**src/include/alu_defines.svh**
```systemverilog
// Global sizing constants for the RV32 integer execute stage
`ifndef ALU_DEFINES_SVH
`define ALU_DEFINES_SVH

//////////////////////////////////////////////////
// Datapath
//////////////////////////////////////////////////

`define ALU_XLEN 32            // Operand and result width, RV32 only

//////////////////////////////////////////////////
// Flow control
//////////////////////////////////////////////////

// Operation queue slots, also the issuer's credit count after reset
`define ALU_QUEUE_DEPTH 4

// Result slots in the consumer, starting value of the output credit counter
`define ALU_RES_CREDITS 2

`endif

```
**src/rtl/aluPkg.sv**
```systemverilog
// Shared types of the execute stage: decoded opcode, result source select and result tag
package aluPkg;

  // Decoded operation, one code per supported instruction
  typedef enum logic [5:0] {
    opAdd, opSub, opSll, opSrl, opSra,  // Base RV32I
    opSlt, opSltu, opXor, opOr, opAnd,
    opSh1add, opSh2add, opSh3add,       // Zba
    opAndn, opOrn, opXnor,              // Zbb logic with inverted b
    opBset, opBclr, opBinv, opBext,     // Zbs
    opRol, opRor,                       // Zbb rotates, done in the shared shifter
    opClz, opCtz, opCpop,               // Zbb counts
    opMin, opMax, opMinu, opMaxu,       // Zbb compare-select
    opSextb, opSexth, opZexth,          // Zbb extends
    opClmul, opClmulh, opClmulr         // Zbc
  } aluOpE;

  // Which sub-unit feeds the final result mux
  typedef enum logic [1:0] {
    resCore      = 2'd0,  // Adder, shifter, logic, Zba, Zbs
    resBitManip  = 2'd1,  // Counts, min/max, extends
    resCarryless = 2'd2   // Carry-less multiply
  } resSrcE;

  // Travels with the op through queue and result register
  typedef logic [3:0] tagT;

endpackage

```
**src/rtl/alu.sv**
```systemverilog
// Combinational RV32 ALU covering base integer ops and the Zba, Zbb, Zbc and Zbs extensions
`timescale 1ns/1ps
`include "alu_defines.svh"

module alu (
  input  logic [`ALU_XLEN-1:0] a,
  input  logic [`ALU_XLEN-1:0] b,
  input  aluPkg::aluOpE        op,
  output logic [`ALU_XLEN-1:0] result
);
  localparam int Xlen = `ALU_XLEN;
  localparam int AmtW = $clog2(Xlen);

  logic [Xlen-1:0] mask;      // Zbs one-hot bit select
  logic [Xlen-1:0] condB;     // b or mask
  logic [Xlen-1:0] condInvB;  // Optionally inverted condB
  logic [Xlen-1:0] preA;      // a after Zba pre-shift
  logic [Xlen-1:0] sum;
  logic [Xlen-1:0] shiftY;
  logic [Xlen-1:0] coreY;
  logic [Xlen-1:0] bmY;
  logic [Xlen-1:0] clY;
  logic            carry;
  logic            invB;
  logic            isZbs;
  logic            lt;
  logic            ltu;
  aluPkg::resSrcE  resSrc;

  //////////////////////////////////////////////////
  // Operand conditioning
  //////////////////////////////////////////////////

  assign invB = op inside {aluPkg::opSub, aluPkg::opSlt, aluPkg::opSltu, aluPkg::opMin,
                           aluPkg::opMax, aluPkg::opMinu, aluPkg::opMaxu, aluPkg::opAndn,
                           aluPkg::opOrn, aluPkg::opXnor, aluPkg::opBclr};
  assign isZbs = op inside {aluPkg::opBset, aluPkg::opBclr, aluPkg::opBinv, aluPkg::opBext};

  assign mask     = {{(Xlen-1){1'b0}}, 1'b1} << b[AmtW-1:0];
  assign condB    = isZbs ? mask : b;
  assign condInvB = invB ? ~condB : condB;  // ~mask gives bclr its and-mask

  always_comb begin
    case (op)
      aluPkg::opSh1add: preA = {a[Xlen-2:0], 1'b0};
      aluPkg::opSh2add: preA = {a[Xlen-3:0], 2'b00};
      aluPkg::opSh3add: preA = {a[Xlen-4:0], 3'b000};
      default:          preA = a;
    endcase
  end

  // Single adder, subtract = add ~b plus one
  assign {carry, sum} = {1'b0, preA} + {1'b0, condInvB} + {{Xlen{1'b0}}, invB};

  // Signs differ -> a's sign decides, otherwise the difference sign
  assign lt  = (a[Xlen-1] != b[Xlen-1]) ? a[Xlen-1] : sum[Xlen-1];
  assign ltu = ~carry;  // No carry out of a + ~b + 1 means borrow

  shifter u_shifter (
    .a      (a),
    .amt    (b[AmtW-1:0]),
    .right  (op inside {aluPkg::opSrl, aluPkg::opSra, aluPkg::opRor}),
    .arith  (op == aluPkg::opSra),
    .rotate (op inside {aluPkg::opRol, aluPkg::opRor}),
    .y      (shiftY)
  );

  bitManipUnit u_bitManip (.a(a), .b(b), .op(op), .lt(lt), .ltu(ltu), .y(bmY));

  carrylessMul u_clmul (.a(a), .b(b), .op(op), .y(clY));

  always_comb begin
    case (op)
      aluPkg::opSll, aluPkg::opSrl, aluPkg::opSra,
      aluPkg::opRol, aluPkg::opRor:                  coreY = shiftY;
      aluPkg::opSlt:                                 coreY = {{(Xlen-1){1'b0}}, lt};
      aluPkg::opSltu:                                coreY = {{(Xlen-1){1'b0}}, ltu};
      aluPkg::opXor, aluPkg::opXnor, aluPkg::opBinv: coreY = a ^ condInvB;
      aluPkg::opOr, aluPkg::opOrn, aluPkg::opBset:   coreY = a | condInvB;
      aluPkg::opAnd, aluPkg::opAndn, aluPkg::opBclr: coreY = a & condInvB;
      aluPkg::opBext:                                coreY = {{(Xlen-1){1'b0}}, |(a & mask)};
      default:                                       coreY = sum;  // add, sub, shNadd
    endcase
  end

  //////////////////////////////////////////////////
  // Result source
  //////////////////////////////////////////////////

  always_comb begin
    if (op inside {[aluPkg::opClmul:aluPkg::opClmulr]}) begin
      resSrc = aluPkg::resCarryless;
    end else if (op inside {[aluPkg::opClz:aluPkg::opZexth]}) begin
      resSrc = aluPkg::resBitManip;
    end else begin
      resSrc = aluPkg::resCore;
    end
  end

  always_comb begin
    case (resSrc)
      aluPkg::resBitManip:  result = bmY;
      aluPkg::resCarryless: result = clY;
      default:              result = coreY;
    endcase
  end

  // Upstream decode must never hand over a code past the last defined op
  always_comb begin
    opDefinedA: assert ($isunknown(op) || op <= aluPkg::opClmulr)
      else $error("alu: undefined opcode %0d", op);
  end

endmodule

```
**src/rtl/aluExecStage.sv**
```systemverilog
// Execute stage top with operation queue, ALU, result register and output credit counter
`timescale 1ns/1ps
`include "alu_defines.svh"

module aluExecStage (
  input  logic                 clk,
  input  logic                 rstN,
  input  logic                 opValid,
  input  aluPkg::aluOpE        op,
  input  logic [`ALU_XLEN-1:0] opA,
  input  logic [`ALU_XLEN-1:0] opB,
  input  aluPkg::tagT          opTag,
  output logic                 issueCredit,
  output logic                 resValid,
  output logic [`ALU_XLEN-1:0] result,
  output aluPkg::tagT          resTag,
  input  logic                 resCredit     // Consumer freed one result slot
);
  localparam int Xlen    = `ALU_XLEN;
  localparam int Credits = `ALU_RES_CREDITS;
  localparam int CntW    = $clog2(Credits + 1);

  logic            headValid;
  aluPkg::aluOpE   headOp;
  logic [Xlen-1:0] headA;
  logic [Xlen-1:0] headB;
  aluPkg::tagT     headTag;
  logic [Xlen-1:0] aluY;
  logic            pop;
  logic [CntW-1:0] resCnt;  // Free result slots at the consumer

  opQueue u_opQueue (
    .clk         (clk),
    .rstN        (rstN),
    .push        (opValid),
    .pushOp      (op),
    .pushA       (opA),
    .pushB       (opB),
    .pushTag     (opTag),
    .pop         (pop),
    .headValid   (headValid),
    .headOp      (headOp),
    .headA       (headA),
    .headB       (headB),
    .headTag     (headTag),
    .issueCredit (issueCredit)
  );

  alu u_alu (.a(headA), .b(headB), .op(headOp), .result(aluY));

  //////////////////////////////////////////////////
  // Output credits and result slot
  //////////////////////////////////////////////////

  // A credit arriving this cycle can be spent at once
  assign pop = headValid && ((resCnt != '0) || resCredit);

  // Each pop becomes exactly one resValid, so the credit is spent at the pop
  always_ff @(posedge clk or negedge rstN) begin
    if (!rstN) begin
      resCnt   <= CntW'(Credits);
      resValid <= 1'b0;
    end else begin
      if (pop && !resCredit) begin
        resCnt <= resCnt - 1'b1;
      end else if (resCredit && !pop) begin
        resCnt <= resCnt + 1'b1;
      end
      resValid <= pop;
    end
  end

  always_ff @(posedge clk) begin
    if (pop) begin
      result <= aluY;
      resTag <= headTag;
    end
  end

  // Consumer must not return more credits than results it received
  creditOverA: assert property (@(posedge clk) disable iff (!rstN)
    (resCredit && !pop) |-> (resCnt < CntW'(Credits)))
    else $error("aluExecStage: output credit counter overflow");

  // Counter stays between zero and its start value, a wrap shows up as too large
  creditRangeA: assert property (@(posedge clk) disable iff (!rstN)
    resCnt <= CntW'(Credits))
    else $error("aluExecStage: output credit counter out of range");

endmodule

```
**src/rtl/bitManipUnit.sv**
```systemverilog
// Zbb count, min/max and sign/zero extension operations
`timescale 1ns/1ps
`include "alu_defines.svh"

module bitManipUnit (
  input  logic [`ALU_XLEN-1:0] a,
  input  logic [`ALU_XLEN-1:0] b,
  input  aluPkg::aluOpE        op,
  input  logic                 lt,    // Signed a < b from the ALU adder
  input  logic                 ltu,   // Unsigned a < b from the ALU adder
  output logic [`ALU_XLEN-1:0] y
);
  localparam int Xlen = `ALU_XLEN;
  localparam int CntW = $clog2(Xlen) + 1;  // Needs to hold Xlen itself for clz/ctz of zero

  logic [CntW-1:0] clzCnt;
  logic [CntW-1:0] ctzCnt;
  logic [CntW-1:0] popCnt;

  // Highest set bit wins, scan goes upward
  always_comb begin
    clzCnt = CntW'(Xlen);
    for (int i = 0; i < Xlen; i++) begin
      if (a[i]) clzCnt = CntW'(Xlen - 1 - i);
    end
  end

  // Lowest set bit wins, scan goes downward
  always_comb begin
    ctzCnt = CntW'(Xlen);
    for (int i = Xlen - 1; i >= 0; i--) begin
      if (a[i]) ctzCnt = CntW'(i);
    end
  end

  always_comb begin
    popCnt = '0;
    for (int i = 0; i < Xlen; i++) begin
      popCnt = popCnt + CntW'(a[i]);
    end
  end

  //////////////////////////////////////////////////
  // Output select
  //////////////////////////////////////////////////

  always_comb begin
    case (op)
      aluPkg::opClz:   y = {{(Xlen-CntW){1'b0}}, clzCnt};
      aluPkg::opCtz:   y = {{(Xlen-CntW){1'b0}}, ctzCnt};
      aluPkg::opCpop:  y = {{(Xlen-CntW){1'b0}}, popCnt};
      aluPkg::opMin:   y = lt  ? a : b;
      aluPkg::opMax:   y = lt  ? b : a;
      aluPkg::opMinu:  y = ltu ? a : b;
      aluPkg::opMaxu:  y = ltu ? b : a;
      aluPkg::opSextb: y = {{(Xlen-8){a[7]}}, a[7:0]};
      aluPkg::opSexth: y = {{(Xlen-16){a[15]}}, a[15:0]};
      aluPkg::opZexth: y = {{(Xlen-16){1'b0}}, a[15:0]};
      default:         y = '0;  // Not a bitManip op, result mux ignores it
    endcase
  end

endmodule

```
**src/rtl/carrylessMul.sv**
```systemverilog
// Zbc carry-less multiply producing the low, high and reversed result forms
`timescale 1ns/1ps
`include "alu_defines.svh"

module carrylessMul (
  input  logic [`ALU_XLEN-1:0] a,
  input  logic [`ALU_XLEN-1:0] b,
  input  aluPkg::aluOpE        op,
  output logic [`ALU_XLEN-1:0] y
);
  localparam int Xlen = `ALU_XLEN;

  logic [2*Xlen-1:0] prod;  // Full XOR-accumulated product

  // Each set bit of b adds a shifted copy of a, XOR instead of add
  always_comb begin
    prod = '0;
    for (int i = 0; i < Xlen; i++) begin
      if (b[i]) prod = prod ^ ({{Xlen{1'b0}}, a} << i);
    end
  end

  always_comb begin
    case (op)
      aluPkg::opClmulh: y = prod[2*Xlen-1:Xlen];
      // Reversed form, product window starting one bit below the high half
      aluPkg::opClmulr: y = prod[2*Xlen-2:Xlen-1];
      default:          y = prod[Xlen-1:0];  // clmul
    endcase
  end

endmodule

```
**src/rtl/opQueue.sv**
```systemverilog
// Circular operation FIFO that returns one issue credit per pop
`timescale 1ns/1ps
`include "alu_defines.svh"

module opQueue (
  input  logic                 clk,
  input  logic                 rstN,
  input  logic                 push,
  input  aluPkg::aluOpE        pushOp,
  input  logic [`ALU_XLEN-1:0] pushA,
  input  logic [`ALU_XLEN-1:0] pushB,
  input  aluPkg::tagT          pushTag,
  input  logic                 pop,
  output logic                 headValid,
  output aluPkg::aluOpE        headOp,
  output logic [`ALU_XLEN-1:0] headA,
  output logic [`ALU_XLEN-1:0] headB,
  output aluPkg::tagT          headTag,
  output logic                 issueCredit   // One-cycle pulse per freed slot
);
  localparam int Xlen  = `ALU_XLEN;
  localparam int Depth = `ALU_QUEUE_DEPTH;
  localparam int PtrW  = (Depth > 1) ? $clog2(Depth) : 1;
  localparam int CntW  = $clog2(Depth + 1);

  aluPkg::aluOpE   opMem  [0:Depth-1];
  logic [Xlen-1:0] aMem   [0:Depth-1];
  logic [Xlen-1:0] bMem   [0:Depth-1];
  aluPkg::tagT     tagMem [0:Depth-1];
  logic [PtrW-1:0] wrPtr;
  logic [PtrW-1:0] rdPtr;
  logic [CntW-1:0] count;
  logic            full;

  // Wraps at Depth, so non power-of-two depths also work
  function automatic logic [PtrW-1:0] nextPtr(input logic [PtrW-1:0] p);
    return (p == PtrW'(Depth - 1)) ? '0 : p + 1'b1;
  endfunction

  assign full      = (count == CntW'(Depth));
  assign headValid = (count != '0);

  //////////////////////////////////////////////////
  // Storage
  //////////////////////////////////////////////////

  always_ff @(posedge clk) begin
    if (push) begin
      opMem[wrPtr]  <= pushOp;
      aMem[wrPtr]   <= pushA;
      bMem[wrPtr]   <= pushB;
      tagMem[wrPtr] <= pushTag;
    end
  end

  // Head read is combinational, a push is visible the cycle after its edge
  assign headOp  = opMem[rdPtr];
  assign headA   = aMem[rdPtr];
  assign headB   = bMem[rdPtr];
  assign headTag = tagMem[rdPtr];

  always_ff @(posedge clk or negedge rstN) begin
    if (!rstN) begin
      wrPtr       <= '0;
      rdPtr       <= '0;
      count       <= '0;
      issueCredit <= 1'b0;
    end else begin
      if (push) wrPtr <= nextPtr(wrPtr);
      if (pop) rdPtr <= nextPtr(rdPtr);
      if (push && !pop) begin
        count <= count + 1'b1;
      end else if (pop && !push) begin
        count <= count - 1'b1;
      end
      issueCredit <= pop;  // Credit goes back once the slot is really free
    end
  end

  // Issuer has to stay within its credits
  noPushFullA: assert property (@(posedge clk) disable iff (!rstN) !(push && full))
    else $error("opQueue: push while full");

  noPopEmptyA: assert property (@(posedge clk) disable iff (!rstN) !(pop && !headValid))
    else $error("opQueue: pop while empty");

endmodule

```
**src/rtl/shifter.sv**
```systemverilog
// Shared shift and rotate unit built around a single right-shift array
`timescale 1ns/1ps
`include "alu_defines.svh"

module shifter (
  input  logic [`ALU_XLEN-1:0]         a,
  input  logic [$clog2(`ALU_XLEN)-1:0] amt,
  input  logic                         right,   // 0 = left shift or rol
  input  logic                         arith,   // Sign fill, only meaningful with right
  input  logic                         rotate,
  output logic [`ALU_XLEN-1:0]         y
);
  localparam int Xlen = `ALU_XLEN;

  logic [Xlen-1:0]   aRev;      // Operand bit-reversed for left shifts
  logic [Xlen-1:0]   src;       // Operand as seen by the right shifter
  logic [Xlen-1:0]   fill;      // Upper half of the extended source
  logic [2*Xlen-1:0] shifted;
  logic [Xlen-1:0]   shOut;
  logic [Xlen-1:0]   shOutRev;

  // Left shift = reverse, shift right, reverse back
  always_comb begin
    for (int i = 0; i < Xlen; i++) begin
      aRev[i]     = a[Xlen-1-i];
      shOutRev[i] = shOut[Xlen-1-i];
    end
  end

  assign src = right ? a : aRev;

  // Rotate doubles the operand so bits shifted out wrap back in at the top
  always_comb begin
    if (rotate) begin
      fill = src;
    end else begin
      fill = {Xlen{arith & right & src[Xlen-1]}};  // Sign bit for sra, zero otherwise
    end
  end

  assign shifted = {fill, src} >> amt;
  assign shOut   = shifted[Xlen-1:0];

  assign y = right ? shOut : shOutRev;

endmodule

```
**config.mk**
```make
export PLATFORM = sky130hd
export DESIGN_NAME = aluExecStage
export DESIGN_NICKNAME = d
export VERILOG_FILES = /design/src/rtl/aluPkg.sv /design/src/rtl/alu.sv /design/src/rtl/aluExecStage.sv /design/src/rtl/bitManipUnit.sv /design/src/rtl/carrylessMul.sv /design/src/rtl/opQueue.sv /design/src/rtl/shifter.sv
export VERILOG_INCLUDE_DIRS = /design/src /design/src/include
export SDC_FILE = /design/constraint.sdc
export NUM_CORES = 2
export LEC_CHECK = 0
export BUFFER_PORTS_ARGS = -buffer_cell sky130_fd_sc_hd__buf_2
export CAP_MARGIN = 20
export CORE_UTILIZATION = 55
export CTS_BUF_LIST = sky130_fd_sc_hd__clkbuf_16
export CTS_CLUSTER_DIAMETER = 60
export DETAILED_ROUTE_END_ITERATION = 10
export PLACE_DENSITY = 0.72
export SLEW_MARGIN = 0
export SYNTH_ARGS = -nofsm -noshare
export SYNTH_HDL_FRONTEND = slang
export SYNTH_SLANG_ARGS = --single-unit
export TNS_END_PERCENT = 30
```
**constraint.sdc**
```tcl
create_clock -name clk -period 22.7 [get_ports clk]
set_input_delay 1.135 -clock clk [delete_from_list [all_inputs] [get_ports clk]]
set_output_delay 1.135 -clock clk [all_outputs]
set_load 0.02 [all_outputs]
```
==> impl_results.md <==
* Status: complete, no violations
* Clock sink total at 342
* Maximum clock insertion buffer count at 3
* Pre-antenna DRT Iters at 7
* Largest net degree at the start of global routing at 78
* Net Count, Synth at 4871
* First-pass GRT wire length at 255200 um
* Reg2Reg Setup Slack at 13.91 ns
* DRC viols at 0
* Synth area leader: edfxtp_1
* Crit-path cells: buf_4, buf_4, mux4_2, buf_4, fa_1, fa_1, fa_1, fa_1, fa_1, inv_1, fa_1, inv_1, ha_1, fa_1, a21o_1, a21oi_1, xnor2_1, a22oi_1, o311ai_0, a21oi_1, o21ai_0, a221oi_1, o21ai_1
* Post-Synth Adder-Cell Area at 5.044%
* Die extent in x at 266.9 um
* Yosys top cell area share at 25.83%
* Final HPWL from detailed placement at 121700 um
* H-Tree Depth at 2
* Worst stage delay on the critical path at 0.85 ns
* Initial antenna violation count at 9
* Placer Congestion at 1.121
* Post-synth EDFFs at 332
* Storage cell area at 0.01023 mm2
* Drt wl/cell at 32.85 um
* Clock slew at reported path FFs at 0.07 ns
* CTS tree: done
* Core ar. at 0.06907 mm2
* Crit path time final at 8.791 ns
* Max cap viols at 0
* Footprint of the multi-input gates at 0.02620 mm2
* R2R cell count at 23
* Via count at 38.44k
* Dominant cells by area after synthesis: edfxtp_1, xnor2_1, nand2_1, xor2_1, mux4_2
* Cell Area, Synth at 0.03860 mm2
* Slowest cell on the critical path: dfrtp_4
* Std cell rows at 96
* Synth unique cells at 99
* Unrepaired setup endpoints after global routing: no
* Worst path top cell family by delay: adder cells
* Die area at 0.07124 mm2
* FMAX at 0.1138 GHz
* Post-synth top cells: nand2_1, xnor2_1, edfxtp_1
* Slew Limit Fails at 0
* Num ports at 116
* Post-synth top flop: edfxtp_1
* Area delta synth->final at 6.383%
* Post-synthesis sequential area ratio at 26.48%
* Avg Cell Area, Syn at 8.295 um2
* Initial DRC Count at 7354
* Mux cell area share after synthesis at 6.104%
* CTS resizes at 0
* Vias/cell at 7.003
* Initial Util at 55.88%
* Clk_skew at 0.04275 ns
* Worst Tran Pin Value at 1.293 ns
* Final #Nets at 4741
* Layout cell share with drive strength beyond 1 at 10.61%
* Max-slew headroom at 13.55%
* Simple-gate share of the synthesized area at 18.05%
* Gate Count Post-Synth at 4653
* Postcts setup bufs at 0
* # setup viols final at 0
* Yosys reg bits at 342
* Final period util at 38.73%
* Final hold vios at 0
* Count leader, synth: nand2_1
* Final-layout fill cell count at 6016
* CTS Hold Buffers Added at 0
* Num CTS Buffers at 38
* Synth async-reset ratio at 2.924%
* XOR/XNOR Fraction of Synth Area at 23.37%
* Die extent in y at 266.9 um
* Total Wirelength at 180300 um
* R2R Path End: result[4]
* Worst EP arrival at 9.13 ns
* Largest family of logic cells by synthesized area: XOR/XNOR gates
* Yosys warning total at 0
* Crit path kind: reg2reg
* Clock latency on the worst-skew pair at 0.60 ns
* GRT Overall Usage at 49.91%
* Buf/Inv on CP at 5
* Most frequent CP cell: fa_1
* Worst r2r src: u_opQueue.rdPtr[0]
* Final ANT Viol Nets at 0
* Worst setup EP type: flop
* Crit start category: flop
* Worst min path class: in2async
* # port buffers at 115
* GRT Residual Overflow at 0
* CP max FO at 37
* Vias in the first global route at 35.35k
* Clock Tree Root: clkbuf_16
* CP required at 23.04 ns
* Synth Area in Compound Gates at 15.02%
* Setup tns final at 0 ns
cell usage in the layout, fill, tap and decap left out, types with 21 or more instances in the layout:
cell type     n
xnor2_1     802
nand4_1      35
nor4_1       25
buf_2       117
nor2_1      165
a22oi_1     109
o221ai_1     39
o21ai_0     120
fa_1         26
buf_4       149
edfxtp_1    332
a21o_1       38
a21oi_1     107
o211ai_1     34
nor3_1       63
ha_1        114
mux2i_1      36
a221o_1      21
nand3_1      46
o22ai_1      27
xor2_1      228
nand2_1    1214
mux2_2       22
clkbuf_16    38
a221oi_1     49
mux4_2       76
a211oi_1     30
inv_1       108
metrics by stage:
step / instance area, um2 / std cells / setup slack, ns / util [%] / hold WS, ns
floorplan: 38600 / 4653 / 14.76 / - / 0.4426
global placement: 39720 / 5411 / 14.02 / 57.51 / 0.4726
detailed placement: 39720 / 5411 / 13.94 / 57.51 / 0.4719
CTS: 41030 / 5479 / 13.92 / 59.40 / 0.4084
global route: 41040 / 5483 / 13.43 / 59.43 / 0.4155
finish: 41060 / 5489 / 13.91 / 59.45 / 0.4020
kinds of logic after synthesis:
logic type | count (synthesis)
muxes | 136
and+or+nand+nor | 1665
buffers and inverters | 543
xor gates and xnor gates | 1030
adders and majority gates | 140
AOI/OAI and AO/OA | 797
DFF | 342
flip-flops by register name (all words and copies together) (netlist names):
name / cells
u_opQueue.opMem: 24
u_opQueue.wrPtr: 2
result: 32
u_opQueue.count: 3
u_opQueue.bMem: 128
u_opQueue.issueCredit: 1
resTag: 4
u_opQueue.aMem: 128
resCnt: 2
u_opQueue.tagMem: 16
u_opQueue.rdPtr: 2
how the worst max path moves through the flow:
stage                           end  slack [ns]                from  depth (start not counted)
after floorplan           result[2]       14.76  u_opQueue.rdPtr[0]                         28
after global placement    result[4]       14.02  u_opQueue.rdPtr[0]                         23
after detailed placement  result[2]       13.94  u_opQueue.rdPtr[0]                         21
after CTS                 result[2]       13.92  u_opQueue.rdPtr[0]                         21
after global routing      result[4]       13.43  u_opQueue.rdPtr[0]                         23
final                     result[4]       13.91  u_opQueue.rdPtr[0]                         23
layout make-up:
cell class / count / area share (%)
clock inverters: 30 / 0.8715
clock buffers: 38 / 2.316
flip-flops and latches: 342 / 24.91
multi-input cells: 3768 / 63.81
well taps: 931 / 2.837
inverters: 104 / 0.9508
repair buffers: 269 / 4.260
diodes: 7 / 0.04266
metal layers:
| layer | global-route usage, % | share of wire, % |
|---|---|---|
| met1 | 62.80 | 35 |
| met2 | 71.02 | 40 |
| met3 | 17.58 | 15 |
| met4 | 35.04 | 9.1 |
| met5 | 0 | 0.020 |
Power is left out: the tool's default activity adds up to more than one toggle a clock period on the data nets, which glitch-free logic cannot reach.
